===== src/logic/conv_ctrl_pkg.sv =====
`default_nettype none

package conv_ctrl_pkg;

    // ======================================================================
    // Array geometry and field widths
    // ======================================================================
    localparam int ARRAY_SIZE   = 8;                       // Systolic array edge
    localparam int TILE_INPUTS  = ARRAY_SIZE * ARRAY_SIZE; // Input beats per tile
    localparam int TILE_OUTPUTS = ARRAY_SIZE;              // Result beats per drain
    localparam int N_W          = 7;                       // Matrix size field, 16..64
    localparam int K_W          = 5;                       // Kernel size field, 2..16
    localparam int CNT_W        = 16;                      // Beat and cycle counters

    // ======================================================================
    // Encodings
    // ======================================================================
    // Phase of the sequencer, also exported for debug
    typedef enum logic [2:0] {
        IDLE         = 3'd0,
        LOAD_WEIGHTS = 3'd1,
        LOAD_INPUT   = 3'd2,
        COMPUTE      = 3'd3,
        DRAIN        = 3'd4,
        DONE         = 3'd5
    } phase_t;

    // Address generator operating mode
    typedef enum logic [2:0] {
        MODE_IDLE        = 3'd0,
        MODE_LOAD_WEIGHT = 3'd1,
        MODE_LOAD_INPUT  = 3'd2,
        MODE_SLIDING_WIN = 3'd3,
        MODE_UNLOAD      = 3'd4
    } agu_mode_t;

    // ======================================================================
    // Grouped signals
    // ======================================================================
    typedef struct packed {
        logic [N_W-1:0] n;           // Input matrix edge
        logic [K_W-1:0] k;           // Kernel edge
    } conv_cfg_t;

    typedef struct packed {
        logic [CNT_W-1:0] weights;   // K*K
        logic [CNT_W-1:0] outputs;   // (N-K+1)^2
    } conv_totals_t;

    typedef struct packed {
        logic      enable;
        agu_mode_t mode;
        logic      start;            // One cycle on phase entry
    } agu_ctrl_t;

    typedef struct packed {
        logic write_en;
        logic read_en;
        logic bank_sel;              // Ping-pong input bank
    } mem_ctrl_t;

    typedef struct packed {
        logic enable;                // MAC enable
        logic clear;                 // Accumulator clear pulse
        logic load_weight;
        logic tile_start;            // One cycle at compute entry
        logic last_tile;
    } sa_ctrl_t;

endpackage

`default_nettype wire

===== src/logic/conv_ctrl_top.sv =====
`timescale 1ns/1ps
`default_nettype none

module conv_ctrl_top (
    input  logic                            clk,
    input  logic                            rst_n,
    input  logic                            start,
    input  conv_ctrl_pkg::conv_cfg_t        cfg,
    input  logic                            rx_valid,
    input  logic                            tx_ready,
    input  logic                            tile_done,
    output logic                            done,
    output logic                            rx_ready,
    output logic                            tx_valid,
    output conv_ctrl_pkg::agu_ctrl_t        agu,
    output conv_ctrl_pkg::mem_ctrl_t        mem,
    output conv_ctrl_pkg::sa_ctrl_t         sa,
    output conv_ctrl_pkg::phase_t           phase,
    output logic [conv_ctrl_pkg::CNT_W-1:0] cycle_count
);

    // ======================================================================
    // Internal links
    // ======================================================================
    conv_ctrl_pkg::conv_totals_t totals;           // Latched run sizes
    logic                        in_idle;
    logic                        entry;            // First cycle of a phase
    logic                        first_tile;
    logic                        last_tile_level;

    cfg_latch u_cfg (
        .clk     (clk),
        .rst_n   (rst_n),
        .start   (start),
        .in_idle (in_idle),
        .cfg     (cfg),
        .totals  (totals)
    );

    phase_sequencer u_seq (
        .clk             (clk),
        .rst_n           (rst_n),
        .start           (start),
        .rx_valid        (rx_valid),
        .tx_ready        (tx_ready),
        .tile_done       (tile_done),
        .totals          (totals),
        .phase           (phase),
        .entry           (entry),
        .first_tile      (first_tile),
        .last_tile_level (last_tile_level),
        .rx_ready        (rx_ready),
        .tx_valid        (tx_valid),
        .done            (done),
        .cycle_count     (cycle_count),
        .in_idle         (in_idle)
    );

    // Control groups registered from the phase
    ctrl_decoder u_dec (
        .clk             (clk),
        .rst_n           (rst_n),
        .phase           (phase),
        .entry           (entry),
        .first_tile      (first_tile),
        .last_tile_level (last_tile_level),
        .rx_valid        (rx_valid),
        .agu             (agu),
        .mem             (mem),
        .sa              (sa)
    );

endmodule

`default_nettype wire


===== src/logic/ctrl_decoder.sv =====
`timescale 1ns/1ps
`default_nettype none

module ctrl_decoder (
    input  logic                      clk,
    input  logic                      rst_n,
    input  conv_ctrl_pkg::phase_t     phase,
    input  logic                      entry,
    input  logic                      first_tile,
    input  logic                      last_tile_level,
    input  logic                      rx_valid,
    output conv_ctrl_pkg::agu_ctrl_t  agu,
    output conv_ctrl_pkg::mem_ctrl_t  mem,
    output conv_ctrl_pkg::sa_ctrl_t   sa
);

    // ======================================================================
    // Address generator group
    // ======================================================================
    always_ff @(posedge clk or negedge rst_n) begin
        if (!rst_n) begin
            agu <= '0;
        end else begin
            agu.start <= 1'b0;  // Pulse unless a working phase just began
            case (phase)
                conv_ctrl_pkg::LOAD_WEIGHTS: begin
                    agu.enable <= 1'b1;
                    agu.mode   <= conv_ctrl_pkg::MODE_LOAD_WEIGHT;
                    agu.start  <= entry;
                end
                conv_ctrl_pkg::LOAD_INPUT: begin
                    agu.enable <= 1'b1;
                    agu.mode   <= conv_ctrl_pkg::MODE_LOAD_INPUT;
                    agu.start  <= entry;
                end
                conv_ctrl_pkg::COMPUTE: begin
                    agu.enable <= 1'b1;
                    agu.mode   <= conv_ctrl_pkg::MODE_SLIDING_WIN;  // Window walk over bank
                    agu.start  <= entry;
                end
                conv_ctrl_pkg::DRAIN: begin
                    agu.enable <= 1'b1;
                    agu.mode   <= conv_ctrl_pkg::MODE_UNLOAD;
                    agu.start  <= entry;
                end
                default: begin                                      // IDLE and DONE
                    agu.enable <= 1'b0;
                    agu.mode   <= conv_ctrl_pkg::MODE_IDLE;
                end
            endcase
        end
    end

    // ======================================================================
    // Memory group
    // ======================================================================
    always_ff @(posedge clk or negedge rst_n) begin
        if (!rst_n) begin
            mem <= '0;
        end else begin
            mem.write_en <= 1'b0;
            mem.read_en  <= 1'b0;
            case (phase)
                conv_ctrl_pkg::IDLE: mem.bank_sel <= 1'b0;
                conv_ctrl_pkg::LOAD_WEIGHTS: mem.write_en <= rx_valid;
                conv_ctrl_pkg::LOAD_INPUT: begin
                    mem.write_en <= rx_valid;
                    // Swap banks per tile so compute reads the one just filled
                    if (entry) mem.bank_sel <= first_tile ? 1'b0 : ~mem.bank_sel;
                end
                conv_ctrl_pkg::COMPUTE: mem.read_en <= 1'b1;  // Operands
                conv_ctrl_pkg::DRAIN:   mem.read_en <= 1'b1;  // Results
                default: ;
            endcase
        end
    end

    // ======================================================================
    // Systolic array group
    // ======================================================================
    always_ff @(posedge clk or negedge rst_n) begin
        if (!rst_n) begin
            sa <= '0;
        end else begin
            sa.enable      <= (phase == conv_ctrl_pkg::COMPUTE);
            sa.clear       <= entry && (phase == conv_ctrl_pkg::LOAD_WEIGHTS);
            sa.load_weight <= rx_valid && (phase == conv_ctrl_pkg::LOAD_WEIGHTS);
            sa.tile_start  <= entry && (phase == conv_ctrl_pkg::COMPUTE);
            case (phase)
                conv_ctrl_pkg::COMPUTE:    sa.last_tile <= last_tile_level;
                conv_ctrl_pkg::LOAD_INPUT,
                conv_ctrl_pkg::DRAIN:      ;                 // Keep flag through drain
                default:                   sa.last_tile <= 1'b0;
            endcase
        end
    end

    // Tile start is a pulse, entry must not repeat inside one compute
    assert property (@(posedge clk) disable iff (!rst_n) sa.tile_start |=> !sa.tile_start)
        else $error("ctrl_decoder: tile_start held for two cycles");

endmodule

`default_nettype wire


===== src/logic/phase_sequencer.sv =====
`timescale 1ns/1ps
`default_nettype none

module phase_sequencer (
    input  logic                            clk,
    input  logic                            rst_n,
    input  logic                            start,
    input  logic                            rx_valid,
    input  logic                            tx_ready,
    input  logic                            tile_done,
    input  conv_ctrl_pkg::conv_totals_t     totals,
    output conv_ctrl_pkg::phase_t           phase,
    output logic                            entry,
    output logic                            first_tile,
    output logic                            last_tile_level,
    output logic                            rx_ready,
    output logic                            tx_valid,
    output logic                            done,
    output logic [conv_ctrl_pkg::CNT_W-1:0] cycle_count,
    output logic                            in_idle
);

    conv_ctrl_pkg::phase_t           phase_nxt;
    logic [conv_ctrl_pkg::CNT_W-1:0] w_cnt;      // Weight beats this run
    logic [conv_ctrl_pkg::CNT_W-1:0] in_cnt;     // Input beats this tile
    logic [conv_ctrl_pkg::CNT_W-1:0] out_cnt;    // Result beats this run
    logic [conv_ctrl_pkg::CNT_W-1:0] out_next;
    logic [conv_ctrl_pkg::CNT_W:0]   out_ahead;  // Drained count after this tile
    logic                            accept;
    logic                            rx_beat;
    logic                            tx_beat;
    logic                            w_last;
    logic                            in_last;
    logic                            drain_last;
    logic                            all_drained;

    // ======================================================================
    // Moore outputs and beat qualifiers
    // ======================================================================
    assign in_idle  = (phase == conv_ctrl_pkg::IDLE);
    assign rx_ready = (phase == conv_ctrl_pkg::LOAD_WEIGHTS) ||
                      (phase == conv_ctrl_pkg::LOAD_INPUT);
    assign tx_valid = (phase == conv_ctrl_pkg::DRAIN);
    assign done     = (phase == conv_ctrl_pkg::DONE);

    assign accept  = start && in_idle;
    assign rx_beat = rx_valid && rx_ready;
    assign tx_beat = tx_valid && tx_ready;

    assign out_next    = out_cnt + 1'b1;
    assign w_last      = rx_beat && (w_cnt == totals.weights - 1'b1);
    assign in_last     = rx_beat &&
        (in_cnt == (conv_ctrl_pkg::CNT_W)'(conv_ctrl_pkg::TILE_INPUTS - 1));
    assign drain_last  = tx_beat &&
        (out_next % (conv_ctrl_pkg::CNT_W)'(conv_ctrl_pkg::TILE_OUTPUTS) == '0);
    assign all_drained = (out_next >= totals.outputs);

    // Final tile when one more drain covers the output total
    assign out_ahead = (conv_ctrl_pkg::CNT_W + 1)'(out_cnt) +
                       (conv_ctrl_pkg::CNT_W + 1)'(conv_ctrl_pkg::TILE_OUTPUTS);
    assign last_tile_level = (out_ahead >= {1'b0, totals.outputs});

    // ======================================================================
    // Next phase
    // ======================================================================
    always_comb begin
        phase_nxt = phase;  // Hold by default
        case (phase)
            conv_ctrl_pkg::IDLE:         if (start)     phase_nxt = conv_ctrl_pkg::LOAD_WEIGHTS;
            conv_ctrl_pkg::LOAD_WEIGHTS: if (w_last)    phase_nxt = conv_ctrl_pkg::LOAD_INPUT;
            conv_ctrl_pkg::LOAD_INPUT:   if (in_last)   phase_nxt = conv_ctrl_pkg::COMPUTE;
            conv_ctrl_pkg::COMPUTE:      if (tile_done) phase_nxt = conv_ctrl_pkg::DRAIN;
            conv_ctrl_pkg::DRAIN: begin
                if (drain_last) begin
                    // More tiles go back for the next input block
                    phase_nxt = all_drained ? conv_ctrl_pkg::DONE : conv_ctrl_pkg::LOAD_INPUT;
                end
            end
            conv_ctrl_pkg::DONE:         phase_nxt = conv_ctrl_pkg::IDLE;  // Single cycle
            default:                     phase_nxt = conv_ctrl_pkg::IDLE;
        endcase
    end

    // Phase register plus entry flag for the first cycle of each phase
    always_ff @(posedge clk or negedge rst_n) begin
        if (!rst_n) begin
            phase <= conv_ctrl_pkg::IDLE;
            entry <= 1'b0;
        end else begin
            phase <= phase_nxt;
            entry <= (phase_nxt != phase);
        end
    end

    // ======================================================================
    // Beat counters
    // ======================================================================
    // Back-pressure only stalls these, the phase waits on them
    always_ff @(posedge clk or negedge rst_n) begin
        if (!rst_n) begin
            w_cnt   <= '0;
            in_cnt  <= '0;
            out_cnt <= '0;
        end else if (accept) begin
            w_cnt   <= '0;
            in_cnt  <= '0;
            out_cnt <= '0;
        end else begin
            if (rx_beat && phase == conv_ctrl_pkg::LOAD_WEIGHTS) w_cnt <= w_cnt + 1'b1;
            if (in_last) begin
                in_cnt <= '0;                 // Fresh count for next tile
            end else if (rx_beat && phase == conv_ctrl_pkg::LOAD_INPUT) begin
                in_cnt <= in_cnt + 1'b1;
            end
            if (tx_beat) out_cnt <= out_next;
        end
    end

    // First tile lasts until the first drain
    always_ff @(posedge clk or negedge rst_n) begin
        if (!rst_n) begin
            first_tile <= 1'b0;
        end else if (accept) begin
            first_tile <= 1'b1;
        end else if (phase == conv_ctrl_pkg::DRAIN) begin
            first_tile <= 1'b0;
        end
    end

    // ======================================================================
    // Profiling counter
    // ======================================================================
    always_ff @(posedge clk or negedge rst_n) begin
        if (!rst_n) begin
            cycle_count <= '0;
        end else if (accept) begin
            cycle_count <= '0;
        end else if (!in_idle && !done) begin
            cycle_count <= cycle_count + 1'b1;  // Frozen in DONE and after
        end
    end

    // Weight count stays below the latched total while loading
    assert property (@(posedge clk) disable iff (!rst_n)
        (phase == conv_ctrl_pkg::LOAD_WEIGHTS) |-> (w_cnt < totals.weights))
        else $error("phase_sequencer: weight count passed the weight total");

    // Done only once every result beat has left
    assert property (@(posedge clk) disable iff (!rst_n) done |-> (out_cnt >= totals.outputs))
        else $error("phase_sequencer: done before all results drained");

endmodule

`default_nettype wire


===== src/logic/cfg_latch.sv =====
`timescale 1ns/1ps
`default_nettype none

module cfg_latch (
    input  logic                       clk,
    input  logic                       rst_n,
    input  logic                       start,
    input  logic                       in_idle,
    input  conv_ctrl_pkg::conv_cfg_t    cfg,
    output conv_ctrl_pkg::conv_totals_t totals
);

    // ======================================================================
    // Size arithmetic on the live host fields
    // ======================================================================
    logic [conv_ctrl_pkg::CNT_W-1:0] n_ext;   // N widened to counter width
    logic [conv_ctrl_pkg::CNT_W-1:0] k_ext;   // K widened to counter width
    logic [conv_ctrl_pkg::CNT_W-1:0] side;    // Output edge N-K+1
    logic                            accept;  // Start seen while idle

    assign n_ext  = {{(conv_ctrl_pkg::CNT_W - conv_ctrl_pkg::N_W){1'b0}}, cfg.n};
    assign k_ext  = {{(conv_ctrl_pkg::CNT_W - conv_ctrl_pkg::K_W){1'b0}}, cfg.k};
    assign side   = n_ext - k_ext + 1'b1;
    assign accept = start && in_idle;

    // ======================================================================
    // Totals register
    // ======================================================================
    // Held for the whole run, only reloaded by the next accepted start
    always_ff @(posedge clk or negedge rst_n) begin
        if (!rst_n) begin
            totals <= '0;
        end else if (accept) begin
            totals.weights <= k_ext * k_ext;  // Weight beats to load
            totals.outputs <= side * side;    // Result beats to drain
        end
    end

    // Kernel must fit inside the matrix, else side wraps and the run never ends
    assert property (@(posedge clk) disable iff (!rst_n)
        (start && in_idle) |-> (cfg.k <= cfg.n))
        else $error("cfg_latch: K %0d exceeds N %0d at start", cfg.k, cfg.n);

endmodule

`default_nettype wire


===== config.mk =====
export PLATFORM = sky130hd
export DESIGN_NAME = conv_ctrl_top
export DESIGN_NICKNAME = d
export VERILOG_FILES = /design/src/logic/conv_ctrl_pkg.sv /design/src/logic/conv_ctrl_top.sv /design/src/logic/ctrl_decoder.sv /design/src/logic/phase_sequencer.sv /design/src/logic/cfg_latch.sv
export SDC_FILE = /design/constraint.sdc
export NUM_CORES = 1
export LEC_CHECK = 0
export BUFFER_PORTS_ARGS = -buffer_cell sky130_fd_sc_hd__buf_4
export CORE_MARGIN = 10
export CORE_UTILIZATION = 45
export DETAILED_ROUTE_END_ITERATION = 10
export SYNTH_ARGS = -nofsm -noshare
export SYNTH_HDL_FRONTEND = slang
export SYNTH_HIERARCHICAL = 1
export SYNTH_SLANG_ARGS = --single-unit

===== constraint.sdc =====
create_clock -name clk -period 4.25 [get_ports clk]
set_input_delay 0.6375 -clock clk [delete_from_list [all_inputs] [get_ports clk]]
set_output_delay 0.6375 -clock clk [all_outputs]
set_load 0.005 [all_outputs]

---- After elaboration in Yosys (flattened, before gate mapping) ----
Cells that the tools add are included.
storage, ports and cells
  word-level logic and storage cells ...... 96
  flip-flop bits (word level) ............. 114
operators by class
  multipliers ............................. 2
  bitwise logic cells ..................... 1
  $add $sub $neg .......................... 8
  reduce and logical (&&, ||, !) cells .... 28
  equal/unequal tests ..................... 9
  order comparisons ....................... 2
  mux-type cells .......................... 26
operator list
  kind                   number
  $mux 16                9
  $add 16x1->16 const B  5
  $mux 3                 6
  $add 16x4->17 const B  1
  $ge 17x16->1           1
  $eq 16x16->1           1
  $eq 16x6->1 const B    1
  $ge 16x16->1           1
  $logic_not 16->1       1
  $mul 16x16->16         1
  $pmux 4 s4             1
  $sub 16x1->16 const B  1
  $pmux 3 s5             1
  $logic_and 1x1->1      12
  $mul 5x5->10           1
  $reduce_bool 2->1      5
  $sub 7x5->8            1
  $mux 1                 7
  $eq 3x2->1 const B     2
  $eq 3x3->1 const B     2
  $reduce_or 2->1        3
  $pmux 1 s2             2
  $reduce_or 4->1        1
  $eq 3x1->1 const B     1
  8 further kinds        9

---- Longest topological paths before layout ----
  word-level depth ........................ 7
  depth in mapped cells ................... 30
  gate-level depth less buffers ........... 30

---- Modules after synthesis ----
The synthesis kept the hierarchy.
by module, submodules not included
  module           times used  seq. area each (sq um)  cells an instance  area each (sq um)
  phase_sequencer  1           1726.7                  595                4997.3
  cfg_latch        1           600.6                   438                4082.7
  ctrl_decoder     1           325.3                   40                 534.3

---- Least setup slack after synthesis ----
Ideal clock, no wire load.
  path type ............................... input to register
  from .................................... in cfg[5] (netlist name)
  to ...................................... reg, netlist name u_cfg/totals[15]
  path slack .............................. -2.855 ns
  library setup time ...................... 0.126 ns
  cell stages on the path ................. 28
  buffers on the path ..................... 0
  arrival ................................. 6.979 ns
  path through ............................ inv_1 > ha_1 > fa_1 > nand2b_1 > o2bb2ai_2 > o21ai_0 > xnor2_2 > xor2_1 > inv_2 > nor2_1 > inv_1 > fa_1 > inv_1 > fa_1 > inv_1 > fa_1 > inv_1 > fa_1 > ha_1 > ha_1 > a21o_1 > a311o_1 > a21oi_1 > o21ai_0 > a31oi_1 > xnor2_1 > a211oi_1 > a221o_1
between the ends
  longest elaborated chain between the ends .. 3
RTL lines
  item                line                text
  start: declaration  conv_ctrl_top.sv:8  input conv_ctrl_pkg::conv_cfg_t cfg,
  $sub 7x5->8         cfg_latch.sv:23     assign side = n_ext - k_ext + 1'b1;
  $add 16x1->16       cfg_latch.sv:23
  $mul 16x16->16      cfg_latch.sv:35     totals.outputs <= side * side;
No other way between the ends.
A chain may end at the register's enable or synchronous reset.

---- Worst setup path after layout ----
  from .................................... in cfg[5] (netlist name)
  to ...................................... reg, netlist name u_cfg/totals[15]
between the ends
  longest elaborated chain between the ends .. 3
RTL lines
  item            line
  $sub 7x5->8     cfg_latch.sv:23
  $add 16x1->16   cfg_latch.sv:23
  $mul 16x16->16  cfg_latch.sv:35
No other way between the ends.

==> flow_metrics.env <==
export IMPL_slowest_delay_ns=0.51
export IMPL_viasPerCell=5.02
export IMPL_rows=53
export IMPL_io_buffer_count=52
export IMPL_ir_drop_mv=0.525
export IMPL_hold_viol=0
export IMPL_seq_area_mm2=0.00265
export IMPL_cts_tree="done"
export IMPL_place_area_mm2=0.0111
export IMPL_pre_cts_slack_ns=-2.74
export IMPL_dieArea_mm2=0.0276
export IMPL_cts_path_max_buffers=2
export IMPL_hpwlAfterDp_mm=16.4
export IMPL_finalMaxSlewViolations=0
export IMPL_fillers=1923
export IMPL_setup_violations=11
export IMPL_setup_tns_ns=-16.87
export IMPL_core_area_mm2=0.0210
export IMPL_drc=0
export IMPL_grt_antenna_before_repair=0
export IMPL_crit_path_end_kind="flip-flop"
export IMPL_synth_edf_count=0
export IMPL_max_freq_ghz=0.156
export IMPL_skew_ns=0.0153
export IMPL_relSlewSlack_pct=30.0
export IMPL_final_common_cell="buf_4"
export IMPL_drt_initial_drc_count=263
export IMPL_cp_max_fo=3
export IMPL_synth_distinct_cells=81
export IMPL_synth_area_mm2=0.00961
export IMPL_cts_buffers=9
export IMPL_ys_flop_type="dfrtp_1"
export IMPL_rsz0062_at_grt="true"
export IMPL_final_cell_mix="buf_4 (157), nand2_1 (112), dfrtp_1 (106)"
export IMPL_io_pins=53
export IMPL_dr_pass1_iters=4
export IMPL_cts_htree_levels=3
export IMPL_layout_setup_ws_ns=-2.17
export IMPL_postSynthCellCount=1073
export IMPL_layout_drive_gt1_share_pct=21.7
export IMPL_powerDensity_mw_per_mm2=701
export IMPL_grt_max_degree=56
export IMPL_period_minus_slack_ns=6.42
export IMPL_power_w=0.00816
export IMPL_wl_per_cell_um=13.5
export IMPL_antenna_left=0
export IMPL_yosysTopAreaCell="dfrtp_1"
export IMPL_syn_mean_instance_area_um2=8.96
export IMPL_num_antenna_cells=0
export IMPL_worst_slew_pin_slew_ns=1.04
export IMPL_p_leak_nw=5.81
export IMPL_worstSkewPairLatency_ns=0.36
export IMPL_die_w_um=166
export IMPL_hold_class="input port to asynchronous set/reset pin"
export IMPL_async_flop_share_pct=100
export IMPL_cts_root_buf="clkbuf_16"
export IMPL_min_period_over_period_pct=151
export IMPL_outcome="complete, but fails checks"
export IMPL_fp_dieH_um=166
export IMPL_nets=1376
export IMPL_arrival_ns=6.66
export IMPL_grt_pass1_wl_mm=35.5
export IMPL_wirelength_mm=20.2
export IMPL_place_gp_congestion=0.819
export IMPL_num_vias=7491
export IMPL_yosysSeqAreaShare_pct=27.6
export IMPL_clkSlewWorstSetupHoldPaths_ns=0.08
export IMPL_grt_ovfl_total=0
export IMPL_worst_path_most_repeated_cell="fa_1"
export IMPL_crit_slowest_cell="fa_1"
export IMPL_start_util_pct=45.7
export IMPL_ys_ff_latch=106
export IMPL_grtUsageTotal_pct=14.9
export IMPL_first_global_vias=7475
export IMPL_multi_input_area_mm2=0.00665
export IMPL_fin_area_mm2=0.0116
export IMPL_cap_violations=0
export IMPL_failed_checks="setup timing"
export IMPL_startpoint_type="input port"
export IMPL_ys_warn_count=6
export IMPL_syn2layout_area_growth_pct=21.1
export IMPL_crit_type="input port to flip-flop"
export IMPL_clkSinkCount=106
export IMPL_synth_area_leaders="dfrtp_1 (28%), ha_1 (12%), fa_1 (11%), xnor2_1 (6.1%), xor2_1 (5.0%)"
export IMPL_yosysTopAreaCellShare_pct=27.6
export IMPL_required_ns=4.49
==> report_power, final <==
| group | internal, W | total [W] | switching (W) |
|---|---|---|---|
| clock network | 0.000432 | 0.000849 | 0.000417 |
| registers | 0.00123 | 0.00147 | 0.000243 |
| logic | 0.00312 | 0.00584 | 0.00271 |
==> worst max-delay path: cells and delay by family <==
kind | cells | cell delay [ns]
xor+xnor | 3 | 0.51
compound gates | 7 | 1.23
simple gates | 4 | 0.80
fa+ha+maj | 8 | 3.21
buf+inv | 6 | 0.29
==> repair_timing <==
action                                  CTS  global route
endpoints found under the hold margin     0             0
buffers inserted                          7             2
gates cloned                              0             0
hold buffers                              0             0
endpoints found under the setup margin   11            11
gates resized for setup                  15            17
pin swaps                                20             9
==> routing by layer <==
metal / up-vias / part of all wire [%] / routed length (um) / global-route usage, %
li1: 3846 / - / - / -
met1: 3547 / 49 / 9960 / 19.9
met3: 14 / 2.7 / 552 / 2.06
met4: 0 / 1.1 / 230 / 3.74
met5: - / 0 / 0 / 0
met2: 84 / 47 / 9430 / 24.7
==> final timing paths <==
path	startpoint	to	slack [ns]	cells after the start
max	cfg[5]	u_cfg/totals[15]	-2.17	28
min	rst_n	u_seq/cycle_count[7]	0.32	1
min reg2reg	u_cfg/totals[10]	u_cfg/totals[10]	0.48	2
max in group asynchronous	rst_n	u_cfg/totals[14]	3.09	2
min in group clk	u_cfg/totals[10]	u_cfg/totals[10]	0.48	2
max reg2reg	u_seq/out_cnt[3]	u_seq/entry	0.45	14
==> synth_stat cells, types with 5 or more instances <==
| master | count |
|---|---|
| a211oi_1 | 5 |
| a21o_1 | 11 |
| a21oi_1 | 34 |
| a31oi_1 | 5 |
| and2_1 | 8 |
| and3_1 | 12 |
| buf_4 | 10 |
| clkbuf_1 | 23 |
| dfrtp_1 | 106 |
| fa_1 | 53 |
| ha_1 | 93 |
| inv_1 | 108 |
| mux2_2 | 8 |
| nand2_1 | 112 |
| nand2b_1 | 14 |
| nand3_1 | 40 |
| nand4_1 | 13 |
| nor2_1 | 104 |
| nor2b_1 | 6 |
| nor3_1 | 12 |
| nor4_1 | 7 |
| o21ai_0 | 32 |
| o21ai_1 | 13 |
| o21bai_1 | 5 |
| o31ai_1 | 8 |
| or3_1 | 16 |
| or4_1 | 5 |
| xnor2_1 | 67 |
| xor2_1 | 55 |
==> registers in the layout, indices dropped and copies added (netlist names) <==
register,flops
u_cfg/totals,24
u_seq/first_tile,1
u_seq/cycle_count,16
u_dec/mem,3
u_seq/entry,1
u_seq/w_cnt,16
u_seq/out_cnt,16
u_seq/in_cnt,16
u_seq/phase,3
u_dec/sa,5
u_dec/agu,5
==> through the flow <==
stage | util [%] | cells | hold slack (ns)
floorplan | - | 1080 | 0.342
global placement | 52.9 | 1467 | 0.461
detailed placement | 52.9 | 1467 | 0.471
CTS | 55.0 | 1490 | 0.351
global route | 55.4 | 1492 | 0.364
finish | 55.4 | 1492 | 0.315
==> logic make-up after synthesis <==
family                   after synthesis  share of synthesized area, %
AO/OA/AOI/OAI                        150                          10.1
XOR/XNOR                             124                          11.5
adder cells (fa/ha/maj)              146                          23.1
buffers and inverters                154                          6.73
flip-flops                           106                          27.6
multiplexers                          14                          1.67
other                                  1                        0.0390
AND/OR/NAND/NOR                      378                          19.3
==> final cells by class <==
class,instances,share of cell area (%)
Multi-Input combinational cell,820,57.1
Sequential cell,106,22.8
Timing Repair Buffer,163,10.9
Inverter,112,3.72
Tap cell,275,2.95
Clock buffer,10,2.05
Clock inverter,6,0.537
No activity file was read; power rests on OpenSTA's default activity.
